<file path="src/logic/dzRegPkg.sv">
// Register layout, line types and timing constants of the DZ mux
// Silo depth is assumed to be a power of two
package dzRegPkg;

   // Eight lines per mux
   localparam int numLines = 8;

   typedef logic [2:0] lineNum_t;
   typedef logic [numLines-1:0] lineMask_t;
   typedef logic [7:0] char_t;

   ////////////////////
   // CSR bits
   ////////////////////

   localparam int csrTrdyBit  = 15;
   localparam int csrTieBit   = 14;
   localparam int csrSaBit    = 13;
   localparam int csrSaeBit   = 12;
   // TLINE occupies 10:8
   localparam int csrTlineLsb = 8;
   localparam int csrRdoneBit = 7;
   localparam int csrRieBit   = 6;
   localparam int csrMseBit   = 5;
   localparam int csrClrBit   = 4;
   localparam int csrMaintBit = 3;

   ////////////////////
   // RBUF and TCR bits
   ////////////////////

   localparam int rbufDvalBit = 15;
   localparam int rbufOvrnBit = 14;
   localparam int rbufLineLsb = 8;
   localparam int rbufCharLsb = 0;
   // Line enables in the low byte
   localparam int tcrLinLsb   = 0;

   // Timing and silo sizing, all in clock cycles or entries
   localparam int clrCycles      = 16;
   localparam int siloDepth      = 16;
   localparam int siloAlarmLevel = 8;
   localparam int txCharCycles   = 12;

   // Transmitter scanner
   typedef enum logic [1:0] {scanIdle, scanHold, scanWait} scanState_t;

endpackage

</file>
<file path="src/logic/dzBusPkg.sv">
// Host bus types for the DZ mux register file
// 16-bit little-endian word bus with two byte lanes
package dzBusPkg;

   // Host data word
   typedef logic [15:0] busWord_t;

   // Register word select
   typedef logic [1:0] regAddr_t;

   ////////////////////
   // Register words
   ////////////////////

   localparam regAddr_t addrCsr  = 2'd0;
   // Reads only, writes would go to the line parameter register
   localparam regAddr_t addrRbuf = 2'd1;
   localparam regAddr_t addrTcr  = 2'd2;
   // Write only, reads back as zero
   localparam regAddr_t addrTdr  = 2'd3;

   ////////////////////
   // Byte lanes
   ////////////////////

   // loByte strobes bits 7:0, hiByte strobes bits 15:8
   localparam int laneWidth = 8;
   localparam int loLaneLsb = 0;
   localparam int hiLaneLsb = 8;

endpackage
</file>
<file path="src/logic/dzMux.sv">
// Eight-line serial mux top, register decode and transmit routing
// rdData is registered and holds until the next read strobe
module dzMux (
   input  logic                clk,
   input  logic                rst,
   input  logic                devReset,
   input  logic                wrStrobe,
   input  logic                rdStrobe,
   input  dzBusPkg::regAddr_t  addr,
   input  logic                loByte,
   input  logic                hiByte,
   input  dzBusPkg::busWord_t  wrData,
   output dzBusPkg::busWord_t  rdData,
   input  logic                rxStrobe,
   input  dzRegPkg::lineNum_t  rxLine,
   input  dzRegPkg::char_t     rxChar,
   output dzRegPkg::lineMask_t txStrobe,
   output dzRegPkg::char_t     txChar
);

   logic                csrWrite;
   logic                tdrWrite;
   logic                tcrWrite;
   logic                rbufRead;
   logic                tdrAccept;
   logic                siloClear;
   logic                rbufDone;
   logic                rbufAlarm;
   dzBusPkg::busWord_t  regCsr;
   dzBusPkg::busWord_t  regRbuf;
   dzBusPkg::busWord_t  regTcr;
   dzRegPkg::lineMask_t tcrLin;
   dzRegPkg::lineMask_t txEmpty;
   dzRegPkg::lineMask_t lineLoad;
   dzRegPkg::lineNum_t  tLine;
   dzRegPkg::char_t     wrChar;

   ////////////////////
   // Address decode
   ////////////////////

   // Writes to word 1 fall through, no line parameter register
   assign csrWrite = wrStrobe & (addr == dzBusPkg::addrCsr);
   assign tcrWrite = wrStrobe & (addr == dzBusPkg::addrTcr);
   assign tdrWrite = wrStrobe & (addr == dzBusPkg::addrTdr);
   assign rbufRead = rdStrobe & (addr == dzBusPkg::addrRbuf);

   // TCR, byte-lane writable, cleared with the silo
   always_ff @(posedge clk or posedge rst)
   begin
      if (rst)
         regTcr <= '0;
      else if (siloClear)
         regTcr <= '0;
      else if (tcrWrite)
      begin
         if (loByte)
            regTcr[dzBusPkg::loLaneLsb +: dzBusPkg::laneWidth] <=
               wrData[dzBusPkg::loLaneLsb +: dzBusPkg::laneWidth];
         if (hiByte)
            regTcr[dzBusPkg::hiLaneLsb +: dzBusPkg::laneWidth] <=
               wrData[dzBusPkg::hiLaneLsb +: dzBusPkg::laneWidth];
      end
   end

   assign tcrLin = regTcr[dzRegPkg::tcrLinLsb +: dzRegPkg::numLines];

   dzCsr i_csr (
      .clk       (clk),
      .rst       (rst),
      .devReset  (devReset),
      .csrWrite  (csrWrite),
      .tdrWrite  (tdrWrite),
      .loByte    (loByte),
      .hiByte    (hiByte),
      .wrData    (wrData),
      .tcrLin    (tcrLin),
      .txEmpty   (txEmpty),
      .rbufDone  (rbufDone),
      .rbufAlarm (rbufAlarm),
      .regCsr    (regCsr),
      .tLine     (tLine),
      .siloClear (siloClear)
   );

   dzRxSilo i_silo (
      .clk             (clk),
      .rst             (rst),
      .siloClear       (siloClear),
      .rxStrobe        (rxStrobe),
      .rxLine          (rxLine),
      .rxChar          (rxChar),
      .rbufRead        (rbufRead),
      .siloAlarmEnable (regCsr[dzRegPkg::csrSaeBit]),
      .regRbuf         (regRbuf),
      .rbufDone        (rbufDone),
      .rbufAlarm       (rbufAlarm)
   );

   ////////////////////
   // Transmit routing
   ////////////////////

   // TDR low byte only counts while TRDY is up
   assign tdrAccept = tdrWrite & loByte & regCsr[dzRegPkg::csrTrdyBit];
   assign wrChar    = wrData[dzBusPkg::loLaneLsb +: dzBusPkg::laneWidth];

   always_comb
   begin
      lineLoad = '0;
      if (tdrAccept)
         lineLoad[tLine] = 1'b1;
   end

   for (genvar i = 0; i < dzRegPkg::numLines; i++)
   begin : g_line
      dzTxLine i_txLine (
         .clk       (clk),
         .rst       (rst),
         .siloClear (siloClear),
         .load      (lineLoad[i]),
         .char      (wrChar),
         .txEmpty   (txEmpty[i])
      );
   end

   // One-cycle line strobe after the accepted write
   always_ff @(posedge clk or posedge rst)
   begin
      if (rst)
         txStrobe <= '0;
      else
         txStrobe <= lineLoad;
   end

   always_ff @(posedge clk)
   begin
      if (tdrAccept)
         txChar <= wrChar;
   end

   // Registered read mux, TDR reads as zero
   always_ff @(posedge clk or posedge rst)
   begin
      if (rst)
         rdData <= '0;
      else if (rdStrobe)
      begin
         case (addr)
            dzBusPkg::addrCsr:  rdData <= regCsr;
            dzBusPkg::addrRbuf: rdData <= regRbuf;
            dzBusPkg::addrTcr:  rdData <= regTcr;
            default:            rdData <= '0;
         endcase
      end
   end

endmodule

</file>
<file path="src/logic/dzCsr.sv">
// CSR with clear one-shot, enable bits and the transmitter scanner
// CLR length is a fixed cycle count, not derived from a clock rate
module dzCsr (
   input  logic                clk,
   input  logic                rst,
   input  logic                devReset,
   input  logic                csrWrite,
   input  logic                tdrWrite,
   input  logic                loByte,
   input  logic                hiByte,
   input  dzBusPkg::busWord_t  wrData,
   input  dzRegPkg::lineMask_t tcrLin,
   input  dzRegPkg::lineMask_t txEmpty,
   input  logic                rbufDone,
   input  logic                rbufAlarm,
   output dzBusPkg::busWord_t  regCsr,
   output dzRegPkg::lineNum_t  tLine,
   output logic                siloClear
);

   typedef logic [$clog2(dzRegPkg::clrCycles + 1)-1:0] clrCount_t;

   clrCount_t            clrCount;
   logic                 csrClr;
   logic                 tie, sae, rie, mse, maint;
   logic                 tieNext, saeNext, rieNext, mseNext, maintNext;
   dzRegPkg::scanState_t scanState;
   dzRegPkg::lineNum_t   scan;
   logic                 trdy;
   logic                 tdrLoWrite;

   ////////////////////
   // Clear one-shot
   ////////////////////

   // A new CLR write restarts the count even during devReset
   always_ff @(posedge clk or posedge rst)
   begin
      if (rst)
         clrCount <= '0;
      else if (csrWrite & loByte & wrData[dzRegPkg::csrClrBit])
         clrCount <= clrCount_t'(dzRegPkg::clrCycles);
      else if (devReset)
         clrCount <= '0;
      else if (clrCount != '0)
         clrCount <= clrCount - 1'b1;
   end

   assign csrClr    = (clrCount != '0);
   assign siloClear = csrClr | devReset;

   ////////////////////
   // Enable bits
   ////////////////////

   // Next values, also seen by the scanner so MSE and state move together
   always_comb
   begin
      tieNext   = tie;
      saeNext   = sae;
      rieNext   = rie;
      mseNext   = mse;
      maintNext = maint;
      if (siloClear)
      begin
         tieNext   = 1'b0;
         saeNext   = 1'b0;
         rieNext   = 1'b0;
         mseNext   = 1'b0;
         maintNext = 1'b0;
      end
      else if (csrWrite)
      begin
         // High lane
         if (hiByte)
         begin
            tieNext = wrData[dzRegPkg::csrTieBit];
            saeNext = wrData[dzRegPkg::csrSaeBit];
         end
         // Low lane
         if (loByte)
         begin
            rieNext   = wrData[dzRegPkg::csrRieBit];
            mseNext   = wrData[dzRegPkg::csrMseBit];
            maintNext = wrData[dzRegPkg::csrMaintBit];
         end
      end
   end

   always_ff @(posedge clk or posedge rst)
   begin
      if (rst)
      begin
         tie   <= 1'b0;
         sae   <= 1'b0;
         rie   <= 1'b0;
         mse   <= 1'b0;
         maint <= 1'b0;
      end
      else
      begin
         tie   <= tieNext;
         sae   <= saeNext;
         rie   <= rieNext;
         mse   <= mseNext;
         maint <= maintNext;
      end
   end

   ////////////////////
   // Transmitter scanner
   ////////////////////

   assign tdrLoWrite = tdrWrite & loByte;

   // One line checked per cycle, index kept across a served write
   always_ff @(posedge clk or posedge rst)
   begin
      if (rst)
      begin
         scan      <= '0;
         tLine     <= '0;
         scanState <= dzRegPkg::scanIdle;
      end
      else if (siloClear)
      begin
         scan      <= '0;
         tLine     <= '0;
         scanState <= dzRegPkg::scanIdle;
      end
      else
      begin
         case (scanState)
            dzRegPkg::scanIdle:
            begin
               if (mseNext & tcrLin[scan] & txEmpty[scan])
               begin
                  tLine     <= scan;
                  scanState <= dzRegPkg::scanHold;
               end
               else if (mseNext)
                  scan <= scan + 1'b1;
            end
            // Held line dropped when disabled or scanning switched off
            dzRegPkg::scanHold:
            begin
               if (!mseNext | !tcrLin[tLine])
                  scanState <= dzRegPkg::scanIdle;
               else if (tdrLoWrite)
                  scanState <= dzRegPkg::scanWait;
            end
            // Wait for the write strobe to go away
            dzRegPkg::scanWait:
            begin
               if (!tdrLoWrite)
                  scanState <= dzRegPkg::scanIdle;
            end
            default:
               scanState <= dzRegPkg::scanIdle;
         endcase
      end
   end

   assign trdy = (scanState == dzRegPkg::scanHold);

   // CSR word, unused bits read as zero
   always_comb
   begin
      regCsr = '0;
      regCsr[dzRegPkg::csrTrdyBit]  = trdy;
      regCsr[dzRegPkg::csrTieBit]   = tie;
      regCsr[dzRegPkg::csrSaBit]    = rbufAlarm;
      regCsr[dzRegPkg::csrSaeBit]   = sae;
      regCsr[dzRegPkg::csrTlineLsb +: $bits(dzRegPkg::lineNum_t)] = tLine;
      regCsr[dzRegPkg::csrRdoneBit] = rbufDone;
      regCsr[dzRegPkg::csrRieBit]   = rie;
      regCsr[dzRegPkg::csrMseBit]   = mse;
      regCsr[dzRegPkg::csrClrBit]   = csrClr;
      regCsr[dzRegPkg::csrMaintBit] = maint;
   end

   stateLegal: assert property (@(posedge clk) disable iff (rst)
      scanState inside {dzRegPkg::scanIdle, dzRegPkg::scanHold, dzRegPkg::scanWait});

   // MSE register and scanner state must drop on the same edge
   trdyNeedsMse: assert property (@(posedge clk) disable iff (rst)
      trdy |-> mse);

endmodule

</file>
<file path="src/logic/dzRxSilo.sv">
// Receive silo of line-tagged characters, head shown in RBUF
// Depth must be a power of two, pointers wrap naturally
module dzRxSilo (
   input  logic               clk,
   input  logic               rst,
   input  logic               siloClear,
   input  logic               rxStrobe,
   input  dzRegPkg::lineNum_t rxLine,
   input  dzRegPkg::char_t    rxChar,
   input  logic               rbufRead,
   input  logic               siloAlarmEnable,
   output dzBusPkg::busWord_t regRbuf,
   output logic               rbufDone,
   output logic               rbufAlarm
);

   typedef logic [$clog2(dzRegPkg::siloDepth)-1:0] siloPtr_t;
   typedef logic [$clog2(dzRegPkg::siloDepth + 1)-1:0] siloCount_t;
   // Entry layout is {ovrn, line, char}
   typedef logic [$bits(dzRegPkg::lineNum_t) + $bits(dzRegPkg::char_t):0] siloEntry_t;

   siloEntry_t siloMem [dzRegPkg::siloDepth];
   siloEntry_t head;
   siloPtr_t   wrPtr;
   siloPtr_t   rdPtr;
   siloCount_t count;
   logic       full;
   logic       empty;
   logic       push;
   logic       pop;
   logic       ovrnPending;
   logic       alarm;

   assign full  = (count == siloCount_t'(dzRegPkg::siloDepth));
   assign empty = (count == '0);

   // Nothing enters or leaves while the silo is being cleared
   assign push = rxStrobe & !full & !siloClear;
   assign pop  = rbufRead & !empty & !siloClear;

   ////////////////////
   // Storage
   ////////////////////

   always_ff @(posedge clk)
   begin
      if (push)
         siloMem[wrPtr] <= {ovrnPending, rxLine, rxChar};
   end

   // Pointers and fill count
   always_ff @(posedge clk or posedge rst)
   begin
      if (rst)
      begin
         wrPtr <= '0;
         rdPtr <= '0;
         count <= '0;
      end
      else if (siloClear)
      begin
         wrPtr <= '0;
         rdPtr <= '0;
         count <= '0;
      end
      else
      begin
         if (push)
            wrPtr <= wrPtr + 1'b1;
         if (pop)
            rdPtr <= rdPtr + 1'b1;
         if (push & !pop)
            count <= count + 1'b1;
         else if (pop & !push)
            count <= count - 1'b1;
      end
   end

   ////////////////////
   // Overrun and alarm
   ////////////////////

   // Lost character flagged in the next stored entry
   always_ff @(posedge clk or posedge rst)
   begin
      if (rst)
         ovrnPending <= 1'b0;
      else if (siloClear | push)
         ovrnPending <= 1'b0;
      else if (rxStrobe & full)
         ovrnPending <= 1'b1;
   end

   // Alarm trails the fill level by a cycle, an RBUF read clears it
   always_ff @(posedge clk or posedge rst)
   begin
      if (rst)
         alarm <= 1'b0;
      else if (siloClear | !siloAlarmEnable | rbufRead)
         alarm <= 1'b0;
      else if (count >= siloCount_t'(dzRegPkg::siloAlarmLevel))
         alarm <= 1'b1;
   end

   assign rbufAlarm = alarm;
   assign rbufDone  = !empty;
   assign head      = siloMem[rdPtr];

   // Head entry with DVAL, empty silo reads as zero
   always_comb
   begin
      regRbuf = '0;
      if (!empty)
      begin
         regRbuf[dzRegPkg::rbufDvalBit] = 1'b1;
         regRbuf[dzRegPkg::rbufOvrnBit] = head[$bits(siloEntry_t)-1];
         regRbuf[dzRegPkg::rbufLineLsb +: $bits(dzRegPkg::lineNum_t)] =
            head[$bits(dzRegPkg::char_t) +: $bits(dzRegPkg::lineNum_t)];
         regRbuf[dzRegPkg::rbufCharLsb +: $bits(dzRegPkg::char_t)] =
            head[0 +: $bits(dzRegPkg::char_t)];
      end
   end

   countBound: assert property (@(posedge clk) disable iff (rst)
      count <= siloCount_t'(dzRegPkg::siloDepth));

endmodule

</file>
<file path="src/logic/dzTxLine.sv">
// Transmitter model of one line, a fixed busy time per character
// No serial output, the character is only taken in
module dzTxLine (
   input  logic            clk,
   input  logic            rst,
   input  logic            siloClear,
   input  logic            load,
   input  dzRegPkg::char_t char,
   output logic            txEmpty
);

   typedef logic [$clog2(dzRegPkg::txCharCycles + 1)-1:0] busyCount_t;

   busyCount_t busyCount;

   ////////////////////
   // Character time
   ////////////////////

   // Clear cancels a character in flight
   always_ff @(posedge clk or posedge rst)
   begin
      if (rst)
         busyCount <= '0;
      else if (siloClear)
         busyCount <= '0;
      else if (load)
         busyCount <= busyCount_t'(dzRegPkg::txCharCycles);
      else if (busyCount != '0)
         busyCount <= busyCount - 1'b1;
   end

   // Empty again txCharCycles after the load
   assign txEmpty = (busyCount == '0);

   // Scanner must only serve idle lines, and with a real character
   loadWhenEmpty: assert property (@(posedge clk) disable iff (rst)
      load |-> txEmpty && !$isunknown(char));

endmodule

</file>
<file path="config.mk">
export PLATFORM = sky130hd
export DESIGN_NAME = dzMux
export DESIGN_NICKNAME = d
export VERILOG_FILES = /design/src/logic/dzRegPkg.sv /design/src/logic/dzBusPkg.sv /design/src/logic/dzMux.sv /design/src/logic/dzCsr.sv /design/src/logic/dzRxSilo.sv /design/src/logic/dzTxLine.sv
export SDC_FILE = /design/constraint.sdc
export NUM_CORES = 1
export LEC_CHECK = 0
export BUFFER_PORTS_ARGS = -buffer_cell sky130_fd_sc_hd__clkbuf_2
export CORE_ASPECT_RATIO = 0.5
export CORE_MARGIN = 5
export CORE_UTILIZATION = 55
export DETAILED_ROUTE_END_ITERATION = 8
export PLACE_DENSITY = 0.76
export SYNTH_ARGS = -nofsm -noshare
export SYNTH_HDL_FRONTEND = slang
export SYNTH_HIERARCHICAL = 1
export SYNTH_SLANG_ARGS = --single-unit
</file>
<file path="constraint.sdc">
create_clock -name clk -period 3.6 [get_ports clk]
set_clock_uncertainty 0.05 [all_clocks]
set_input_delay 0.54 -clock clk [delete_from_list [all_inputs] [get_ports clk]]
set_output_delay 0.54 -clock clk [all_outputs]
set_load 0.02 [all_outputs]
</file>
Yosys cells after proc, flatten, opt, wreduce, memory -nomap -nowiden
Memories as Yosys holds them, arrays and structs flattened.
Index checks and enable logic that the tools add are counted.
{"block": "totals", "regBits": 113, "mem_bits_rw": 192, "in_bits": 37, "out_inout_bits": 32, "word_cells": 219, "memories": 1}
{"block": "op_classes", "n_addsub": 14, "n_lt_le_gt_ge": 4, "eq_ne": 10, "mux": 84, "n_bitwise": 22, "reduce_logical": 57}
{"name": "i_silo.siloMem", "depth": 16, "word_bits": 12, "read_ports": 1, "rd_clocked_by_memory_dff": 0, "wr": 1, "line": "dzRxSilo.sv:22", "source": "siloEntry_t siloMem [dzRegPkg::siloDepth];"}
{"op": "two-way mux 4 bit", "count": 28}
{"op": "case mux 16 bit (3 select lines)", "count": 1}
{"op": "zero test 4 bit", "count": 8}
{"op": "two-way mux 16 bit", "count": 2}
{"op": "nonzero test 4 bit", "count": 8}
{"op": "subtractor 4 x 1 -> 4 bit, second input constant", "count": 8}
{"op": "two-way mux 5 bit", "count": 6}
{"op": "nonzero test 3 bit", "count": 10}
{"op": "two-way mux 1 bit", "count": 25}
{"op": "two-way mux 8 bit", "count": 3}
{"op": "nonzero test 2 bit", "count": 11}
{"op": "two-way mux 3 bit", "count": 7}
{"op": "bitwise AND 1 bit", "count": 17}
{"op": "two-way mux 2 bit", "count": 6}
{"op": "two-way mux 11 bit", "count": 1}
{"op": "AND reduction 2 bit", "count": 5}
{"op": "subtractor 5 x 1 -> 5 bit, second input constant", "count": 2}
{"op": "binary-select mux 1 bit (select 3 bit)", "count": 3}
{"op": "adder 4 x 1 -> 4 bit, second input constant", "count": 2}
{"op": "zero test 1 bit", "count": 8}
{"op": "less-than comparator 3 x 4 -> 1 bit, second input constant", "count": 2}
{"op": "equality test 2 bit, second input constant", "count": 3}
{"op": "case mux 2 bit (3 select lines)", "count": 1}
{"op": "AND reduction 3 bit", "count": 2}
{"op": "other kinds (16)", "count": 22}

Logic depth before layout (Yosys ltp)
Gate-level depths: netlist of the first run.
{"block": "depth", "ltp_word": 9, "depth_mapped": 14, "depth_no_buf": 12}

Hierarchy
Netlist of the first run, hierarchy kept.
{"mod": "dzRxSilo", "n_inst": 1, "cells_per_inst": 423, "area_per_inst_um2": 8423.1, "seq_area_each_um2": 6140.9}
{"mod": "dzMux", "n_inst": 1, "cells_per_inst": 180, "area_per_inst_um2": 2147.1, "seq_area_each_um2": 1241.2}
{"mod": "dzTxLine", "n_inst": 8, "cells_per_inst": 21, "area_per_inst_um2": 225.2, "seq_area_each_um2": 100.1}
{"mod": "dzCsr", "n_inst": 1, "cells_per_inst": 131, "area_per_inst_um2": 1227.4, "seq_area_each_um2": 450.4}

Least setup slack after synthesis of the first run
Ideal clock, no wire load.
{"block": "synth_path", "path_kind": "register -> register", "start": "register i_csr.clrCount[0]", "end": "memory i_silo/siloMem[0][0] (netlist name), enable pin", "setup_time_ps": 396, "arrival_ps": 3154, "t_required_ps": 3154, "slack_ps": 0, "stages_incl_launch_ff": 11, "period_less_slack_ps": 3600, "path_cell_list": "dfrtp_1 > inv_1 > ha_1 > or4b_1 > buf_6 > nor2_8 > inv_4 > buf_2 > a211oi_1 > nand2_1 > nor3_1"}
{"block": "synth_via", "elab_chain_len": 6}
{"element": "from (decl)", "line": "dzCsr.sv:23", "source": "clrCount_t clrCount;"}
{"element": "from (signal assigned)", "line": "dzCsr.sv:42", "source": "clrCount <= clrCount_t'(dzRegPkg::clrCycles);"}
{"element": "from (signal assigned)", "line": "dzCsr.sv:46", "source": "clrCount <= clrCount - 1'b1;"}
{"element": "nonzero test 5 bit", "line": "dzCsr.sv:49", "source": "assign csrClr = (clrCount != '0);"}
{"element": "named net i_csr.csrClr", "line": "dzCsr.sv:24", "source": "logic csrClr;"}
{"element": "bitwise OR 1 bit", "line": "dzCsr.sv:50", "source": "assign siloClear = csrClr | devReset;"}
{"element": "named net siloClear", "line": "dzMux.sv:26", "source": "logic siloClear;"}
{"element": "zero test 1 bit", "line": "dzRxSilo.sv:38", "source": "assign push = rxStrobe & !full & !siloClear;"}
{"element": "bitwise AND 1 bit", "line": "dzRxSilo.sv:38"}
{"element": "two-way mux 1 bit", "line": "dzRxSilo.sv:47", "source": "if (push)"}
{"element": "two-way mux 1 bit (not written as such)", "line": "dzRxSilo.sv:48", "source": "siloMem[wrPtr] <= {ovrnPending, rxLine, rxChar};"}
{"element": "to (decl)", "line": "dzRxSilo.sv:22"}
The timed path passes the listed nets, and every way through them passes these cells.

Worst setup path after layout of the first run
{"block": "layout_path", "start": "register i_csr.clrCount[0]", "end": "register i_silo.count[4]"}
{"block": "layout_via", "elab_chain_len": 8, "elab_cells_between_ends": 12, "cone_classes": "mux: 2; bitwise: 5; reduce/logical: 5"}
{"element": "nonzero test 5 bit *", "line": "dzCsr.sv:49"}
{"element": "named net regCsr[4]", "line": "dzMux.sv:29", "source": "dzBusPkg::busWord_t regCsr;"}
{"element": "bitwise OR 1 bit *", "line": "dzCsr.sv:50"}
{"element": "named net siloClear", "line": "dzMux.sv:26"}
{"element": "zero test 1 bit", "line": "dzRxSilo.sv:38, dzRxSilo.sv:39"}
{"element": "bitwise AND 1 bit", "line": "dzRxSilo.sv:39", "source": "assign pop = rbufRead & !empty & !siloClear;"}
{"element": "zero test 1 bit", "line": "dzRxSilo.sv:72", "source": "if (push & !pop)"}
{"element": "bitwise AND 1 bit", "line": "dzRxSilo.sv:72"}
{"element": "two-way mux 5 bit", "line": "dzRxSilo.sv:72"}
{"element": "two-way mux 5 bit", "line": "dzRxSilo.sv:60", "source": "else if (siloClear)"}
{"element": "to (signal assigned)", "line": "dzRxSilo.sv:73", "source": "count <= count + 1'b1;"}
{"element": "to (signal assigned)", "line": "dzRxSilo.sv:75", "source": "count <= count - 1'b1;"}
{"element": "to (decl)", "line": "dzRxSilo.sv:26", "source": "siloCount_t count;"}
The timed path passes the listed nets; every way through them passes the cells marked *.
A chain may end at the register's enable or synchronous reset.

==> impl_metrics.py, run 1 <==
metrics = {
    "global_routing": {
        "grt_pass1_wl_microns": 46700,
        "grt_usage_pct": 21.4,
        "overflow": 0,
        "grt_pass1_vias": 8094,
        "antenna_found_initial": 0,
        "grt_max_degree": 59,
    },
    "pwr": {
        "power_frac_clock_pct": 37.9,
        "peakVddDrop_mv": 0.439,
        "combPwrFrac_pct": 14.8,
        "power_density_mw_per_mm2": 547,
        "swShare_pct": 26.2,
        "seqPwrFrac_pct": 47.3,
        "p_int_mw": 6.18,
        "p_switching_mw": 2.20,
        "power.leakage_nw": 5.65,
    },
    "worst_setup_path": {
        "crit_type": "reg2reg",
        "r2r-start": "i_csr/clrCount[0]",
        "r2r_end": "i_silo/count[4]",
        "cp.arrival_ns": 3.81,
        "end_kind": "flip-flop",
        "critPathMaxFanout": 10,
        "reg2regPathDepth": 12,
        "regToRegSetupSlack_ns": 0.21,
        "required_ns": 4.02,
        "startpoint_type": "flip-flop",
    },
    "worst_hold_path": {
        "hold_class": "in2reg",
        "min_from": "wrData[7]",
        "min_to": "txChar[7]",
        "holdPathStages": 1,
    },
    "routing": {
        "drtIter0Drc": 834,
        "postRouteAntennaNets": 0,
        "detailroute.via_count": 7812,
        "wl_microns": 29400,
        "drc": 0,
        "drt_pass1_iterations": 5,
        "via_per_inst": 5.84,
        "wl_per_cell_microns": 22.0,
    },
    "synth": {
        "synth_cell_types": 71,
        "synth.top_cells.by_area": "edfxtp_1 44%, dfrtp_1 19%, mux4_2 8.3%, mux2i_1 4.3%, ha_1 1.8%",
        "synth_top_area_share_pct": 44.2,
        "yosysMostFrequentCell": "edfxtp_1",
        "avgSynthCellArea_sq_um": 15.1,
        "syn-cell-area_sq_mm": 0.0136,
        "synth_ff_type": "edfxtp_1",
        "synthArstFlopShare_pct": 34.4,
        "synth_edf_count": 200,
        "synth_commonest_cells": "200 x edfxtp_1, 105 x dfrtp_1, 60 x nor2_1, 58 x mux2i_1, 53 x nand2_1",
        "yosysWarnings": 6,
        "syn_inst": 902,
        "synth-seq-area-share_pct": 63.5,
        "yosysTopAreaCell": "edfxtp_1",
        "synth-seq-cells": 305,
    },
    "final_layout": {
        "drive_above_1_share_pct": 24.8,
        "fillers": 1712,
        "diodes": 0,
        "final_cells": 1338,
        "final_area_sq_mm": 0.0153,
        "syn_to_final_growth_pct": 12.6,
        "finalNetCount": 1040,
        "fin_util_pct": 63.4,
    },
    "run": {
        "drv_cap": 0,
    },
    "cts": {
        "clockBufferDepth": 3,
        "cts_tree": "yes",
        "cts_root_buf": "clkbuf_16",
        "htreeDepth": 1,
        "cts.sinks": 305,
        "cts_buffers": 27,
        "worstSkewPairLatency_ns": 0.55,
        "clkTransAtPathRegs_ns": 0.07,
    },
    "die": {
        "num_rows": 40,
        "die_h_microns": 121,
        "placeableCoreArea_sq_mm": 0.0242,
        "initial_core_util_pct": 56.3,
        "num_io_pins": 69,
        "dieArea_sq_mm": 0.0282,
        "dieWidth_microns": 232,
    },
    "placement": {
        "gp_congestion": 0.837,
        "dp_hpwl_microns": 19500,
        "dp_slack_ns": 0.162,
        "placedInstanceArea_sq_mm": 0.0143,
        "io_buffers": 68,
        "dp.cells": 1288,
    },
    "sta": {
        "final.setup.worst_slack_ns": 0.208,
        "relSlewSlack_pct": 50.0,
        "setup_viol": 0,
        "drv_slew": 0,
        "rsz0062_at_grt": "no",
        "finalCritPeriodShare_pct": 94.2,
        "final.min_clock_period_ns": 3.39,
        "tns_ns": 0,
        "max_freq_ghz": 0.295,
        "hold_violations": 0,
        "worstMarginPinSlew_ns": 0.751,
    },
    "status": {
        "status": "finished clean",
    },
}
worst max-delay path, cell delays in order (launching register included):
cell and delay, ns:
dfrtp_1 0.41, inv_1 0.09, ha_1 0.17, or4b_4 0.55, nor2_8 0.19, inv_4 0.05, a211oi_1 0.26, nand2_1 0.23
ha_1 0.38, a21oi_1 0.28, a211oi_1 0.15, a311o_1 0.33, a31oi_1 0.16
layer usage:
metal / global-route usage, % / up-vias / share of wire [%]
met5: 0 / - / 0
met1: 29.8 / 3949 / 43
li1: - / 3533 / -
met2: 34.9 / 282 / 48
met3: 4.56 / 48 / 7.0
met4: 5.97 / 0 / 2.7
layout by cell type, fill, tap and decap left out, types with 7 or more instances in the layout:
| cell | synthesis | layout |
|---|---|---|
| a2111oi_2 | 8 | 8 |
| a21oi_1 | 26 | 26 |
| a22o_1 | 16 | 16 |
| a31oi_1 | 17 | 17 |
| buf_4 | 26 | 32 |
| bufinv_16 | 0 | 7 |
| clkbuf_16 | 0 | 27 |
| clkbuf_2 | 1 | 68 |
| conb_1 | 2 | 7 |
| dfrtp_1 | 105 | 102 |
| edfxtp_1 | 200 | 200 |
| ha_1 | 20 | 20 |
| inv_1 | 46 | 46 |
| mux2_2 | 9 | 9 |
| mux2i_1 | 58 | 58 |
| mux4_2 | 50 | 50 |
| nand2_1 | 53 | 53 |
| nand3_1 | 12 | 12 |
| nor2_1 | 60 | 60 |
| nor2b_1 | 10 | 10 |
| nor3_1 | 28 | 24 |
| nor3b_4 | 8 | 8 |
| o22ai_1 | 12 | 12 |
| or2_0 | 10 | 10 |
| xnor2_1 | 12 | 12 |
cells by family after synthesis:
family,after synthesis,share of synthesized area [%]
xor+xnor,17,1.09
mux,120,13.6
fa+ha+maj,21,1.99
simple gates,225,9.58
compound gates,106,6.08
other cells,2,0.0552
flops,305,63.5
buf+inv,106,4.09
through the flow:
step | hold WS, ns | power (mW)
after global placement | 0.439 | 5.22
after floorplan | 0.256 | 4.93
final | 0.130 | 8.38
after global routing | 0.117 | 8.72
after CTS | 0.115 | 8.42
after detailed placement | 0.441 | 5.26
state kept, by name, indices dropped and copies added, names as in the netlist, 2 cells and up:
signal and flops:
txChar 8, i_silo/count 5, txStrobe 8, i_csr/scan 3
rdData 16, i_csr/scanState 2, g_line.i_txLine/busyCount 32, i_csr/clrCount 5
i_silo/wrPtr 4, i_silo/rdPtr 4, i_csr/tLine 3, i_silo/siloMem 192
regTcr 16
area by class of cell:
type	instances	area (sq um)	share of cell area, %
clock inverters	19	278	1.81
well taps	336	420	2.74
inverters	48	183	1.19
repair buffers	104	651	4.25
clock buffers	30	697	4.55
multi-input cells	496	4450	29.1
flip-flops and latches	305	8640	56.4
worst max-delay path by stage:
stage / from / to / slack, ns / depth (start not counted)
after floorplan: i_csr/clrCount[0] / i_silo/siloMem[3][0] / 0.0005 / 10
after global placement: i_csr/clrCount[0] / i_silo/count[4] / 0.30 / 12
after detailed placement: i_csr/clrCount[0] / i_silo/count[4] / 0.16 / 12
after CTS: i_csr/clrCount[0] / i_silo/count[4] / 0.10 / 12
after global routing: i_csr/clrCount[0] / i_silo/count[4] / 0.03 / 12
final: i_csr/clrCount[0] / i_silo/count[4] / 0.21 / 12
power groups by stage:
| stage | Sequential [mW] | Clock, mW | Combinational, mW |
|---|---|---|---|
| after floorplan | 4.03 | 0 | 0.895 |
| after global placement | 4.03 | 0 | 1.19 |
| after detailed placement | 4.04 | 0 | 1.22 |
| after CTS | 3.97 | 3.22 | 1.23 |
| after global routing | 3.98 | 3.39 | 1.35 |
| final | 3.97 | 3.18 | 1.24 |
timing repair:
| item | CTS | global route |
|---|---|---|
| endpoints found under the hold margin | 24 | 0 |
| endpoints found under the setup margin | 0 | 1 |
| setup buffers | 0 | 0 |
| hold buffers | 1 | 0 |
| gates resized for setup | 0 | 1 |
No activity file was read; power rests on OpenSTA's default activity.
==> inputs of run 2 (changes only) <==
CORE_ASPECT_RATIO = 0.8   (was 0.5)
==> impl_metrics.py, run 2 (synthesis results as in run 1) <==
metrics = {
    "global_routing": {
        "antenna_found_initial": 1,
        "grt_pass1_wl_microns": 44500,
        "overflow": 0,
        "grt_max_degree": 60,
        "grt_pass1_vias": 7916,
        "grt_usage_pct": 20.3,
    },
    "cts": {
        "cts.sinks": 305,
        "holdBufCountCts": 0,
        "worstSkewPairLatency_ns": 0.55,
        "htreeDepth": 1,
        "cts_buffers": 31,
        "clockBufferDepth": 3,
        "cts_root_buf": "clkbuf_16",
        "clkTransAtPathRegs_ns": 0.06,
        "cts_tree": "yes",
    },
    "sta": {
        "tns_ns": 0,
        "finalCritPeriodShare_pct": 91.5,
        "setup_viol": 0,
        "worstMarginPinSlew_ns": 0.777,
        "max_freq_ghz": 0.304,
        "rsz0062_at_grt": "no",
        "relSlewSlack_pct": 48.2,
        "final.min_clock_period_ns": 3.29,
        "final.setup.worst_slack_ns": 0.305,
        "drv_slew": 0,
        "hold_violations": 0,
    },
    "routing": {
        "drt_pass1_iterations": 4,
        "detailroute.via_count": 7762,
        "wl_microns": 27600,
        "postRouteAntennaNets": 0,
        "wl_per_cell_microns": 20.8,
        "drtIter0Drc": 608,
        "via_per_inst": 5.85,
        "drc": 0,
    },
    "final_layout": {
        "largest_register_ffs": 192,
        "layout_commonest_cell": "edfxtp_1",
        "syn_to_final_growth_pct": 12.1,
        "finalNetCount": 1044,
        "final_cells": 1327,
        "fillers": 1788,
        "diodes": 0,
        "final_cell_mix": "200 x edfxtp_1, 102 x dfrtp_1, 68 x clkbuf_2",
        "drive_above_1_share_pct": 24.9,
        "final_area_sq_mm": 0.0153,
        "largestRegisters": "i_silo/siloMem x192, g_line.i_txLine/busyCount x32",
        "top_register": "i_silo/siloMem",
    },
    "status": {
        "status": "finished clean",
    },
    "die": {
        "die_h_microns": 151,
        "num_rows": 51,
        "num_io_pins": 69,
        "initial_core_util_pct": 55.8,
        "placeableCoreArea_sq_mm": 0.0244,
        "dieArea_sq_mm": 0.0280,
        "dieWidth_microns": 186,
    },
    "pwr": {
        "swShare_pct": 26.4,
        "seqPwrFrac_pct": 48.7,
        "p_total_mw": 8.15,
        "p_switching_mw": 2.15,
        "power.leakage_nw": 5.63,
        "power_frac_clock_pct": 36.5,
        "combPwrFrac_pct": 14.8,
        "peakVddDrop_mv": 0.448,
        "power_density_mw_per_mm2": 534,
        "p_int_mw": 6.00,
    },
    "worst_setup_path": {
        "cp.arrival_ns": 3.70,
        "crit_type": "reg2reg",
        "end_kind": "flip-flop",
        "startpoint_type": "flip-flop",
        "required_ns": 4.01,
        "critPathMaxFanout": 10,
    },
    "worst_hold_path": {
        "hold_class": "in2async",
    },
    "placement": {
        "placedInstanceArea_sq_mm": 0.0143,
        "dp_hpwl_microns": 18800,
        "io_buffers": 68,
        "dp_slack_ns": 0.223,
        "gp_congestion": 0.871,
        "dp.cells": 1271,
    },
    "run": {
        "drv_cap": 0,
    },
}
==> run 2: cell count changes in the layout (fill, tap and decap cells not counted), moves of 2 or more <==
cell / change
buf_4: +2
clkbuf_1: +7
clkbuf_16: +4
bufinv_16: -6
clkbuf_8: +2
==> run 2: power by group through the flow <==
stage	Clock, mW	Sequential [mW]	Combinational (mW)
final	2.97	3.97	1.21
after global routing	3.20	3.99	1.32
after CTS	3.03	3.97	1.20
after detailed placement	0	4.04	1.19
after global placement	0	4.03	1.15
after floorplan	0	4.03	0.895
==> run 2: metrics by stage <==
step,hold slack [ns],utilization (%)
after global routing,0.0481,62.6
after global placement,0.441,58.7
after detailed placement,0.441,58.7
after CTS,0.0365,62.6
final,0.0503,62.6
after floorplan,0.256,-
==> run 2: cell type report <==
type,instances,area (sq um),area share [%]
clock buffer,43,851,5.58
clock inverter,13,95.1,0.624
inverter,48,183,1.20
multi-input combinational,496,4450,29.2
sequential,305,8640,56.6
tap,318,398,2.61
timing repair buffer,104,636,4.17
==> run 2: metal layers <==
metal / wire length (microns) / up-vias / GRT usage [%] / share of wire, %
met1: 12900 / 3967 / 31.3 / 47
met3: 1560 / 50 / 3.57 / 5.6
met5: 13 / - / 0 / 0.047
met4: 630 / 2 / 5.35 / 2.3
met2: 12500 / 201 / 30.3 / 45
li1: - / 3542 / - / -
==> run 2: path summary, 6_finish.rpt <==
path                                   start  slack, ns  cells past startpoint                              end
setup / recovery           i_csr/clrCount[0]       0.31                     12                  i_silo/count[4]
hold / removal                           rst       0.05                      2  g_line[2].i_txLine/busyCount[1]
min in group clk                   wrData[2]       0.13                      1                        txChar[2]
hold reg to reg                   regTcr[13]       0.46                      1                       regTcr[13]
setup reg to reg           i_csr/clrCount[0]       0.31                     12                  i_silo/count[4]
max in group asynchronous                rst       2.60                      3                        rdData[2]
==> run 2: worst max-delay path: stages (launching register included) <==
cell and delay (ns):
dfrtp_1 0.40, inv_1 0.09, ha_1 0.17, or4b_4 0.55, nor2_8 0.19, inv_4 0.05
a211oi_1 0.24, nand2_1 0.22, ha_1 0.37, a21oi_1 0.26, a211oi_1 0.13, a311o_1 0.33
a31oi_1 0.16
==> run 2: repair_timing <==
item | 4_1_cts | 5_1_grt
buffers inserted | 0 | 0
endpoints found under the setup margin | 0 | 1
endpoints found under the hold margin | 0 | 0
resized for setup | 0 | 1
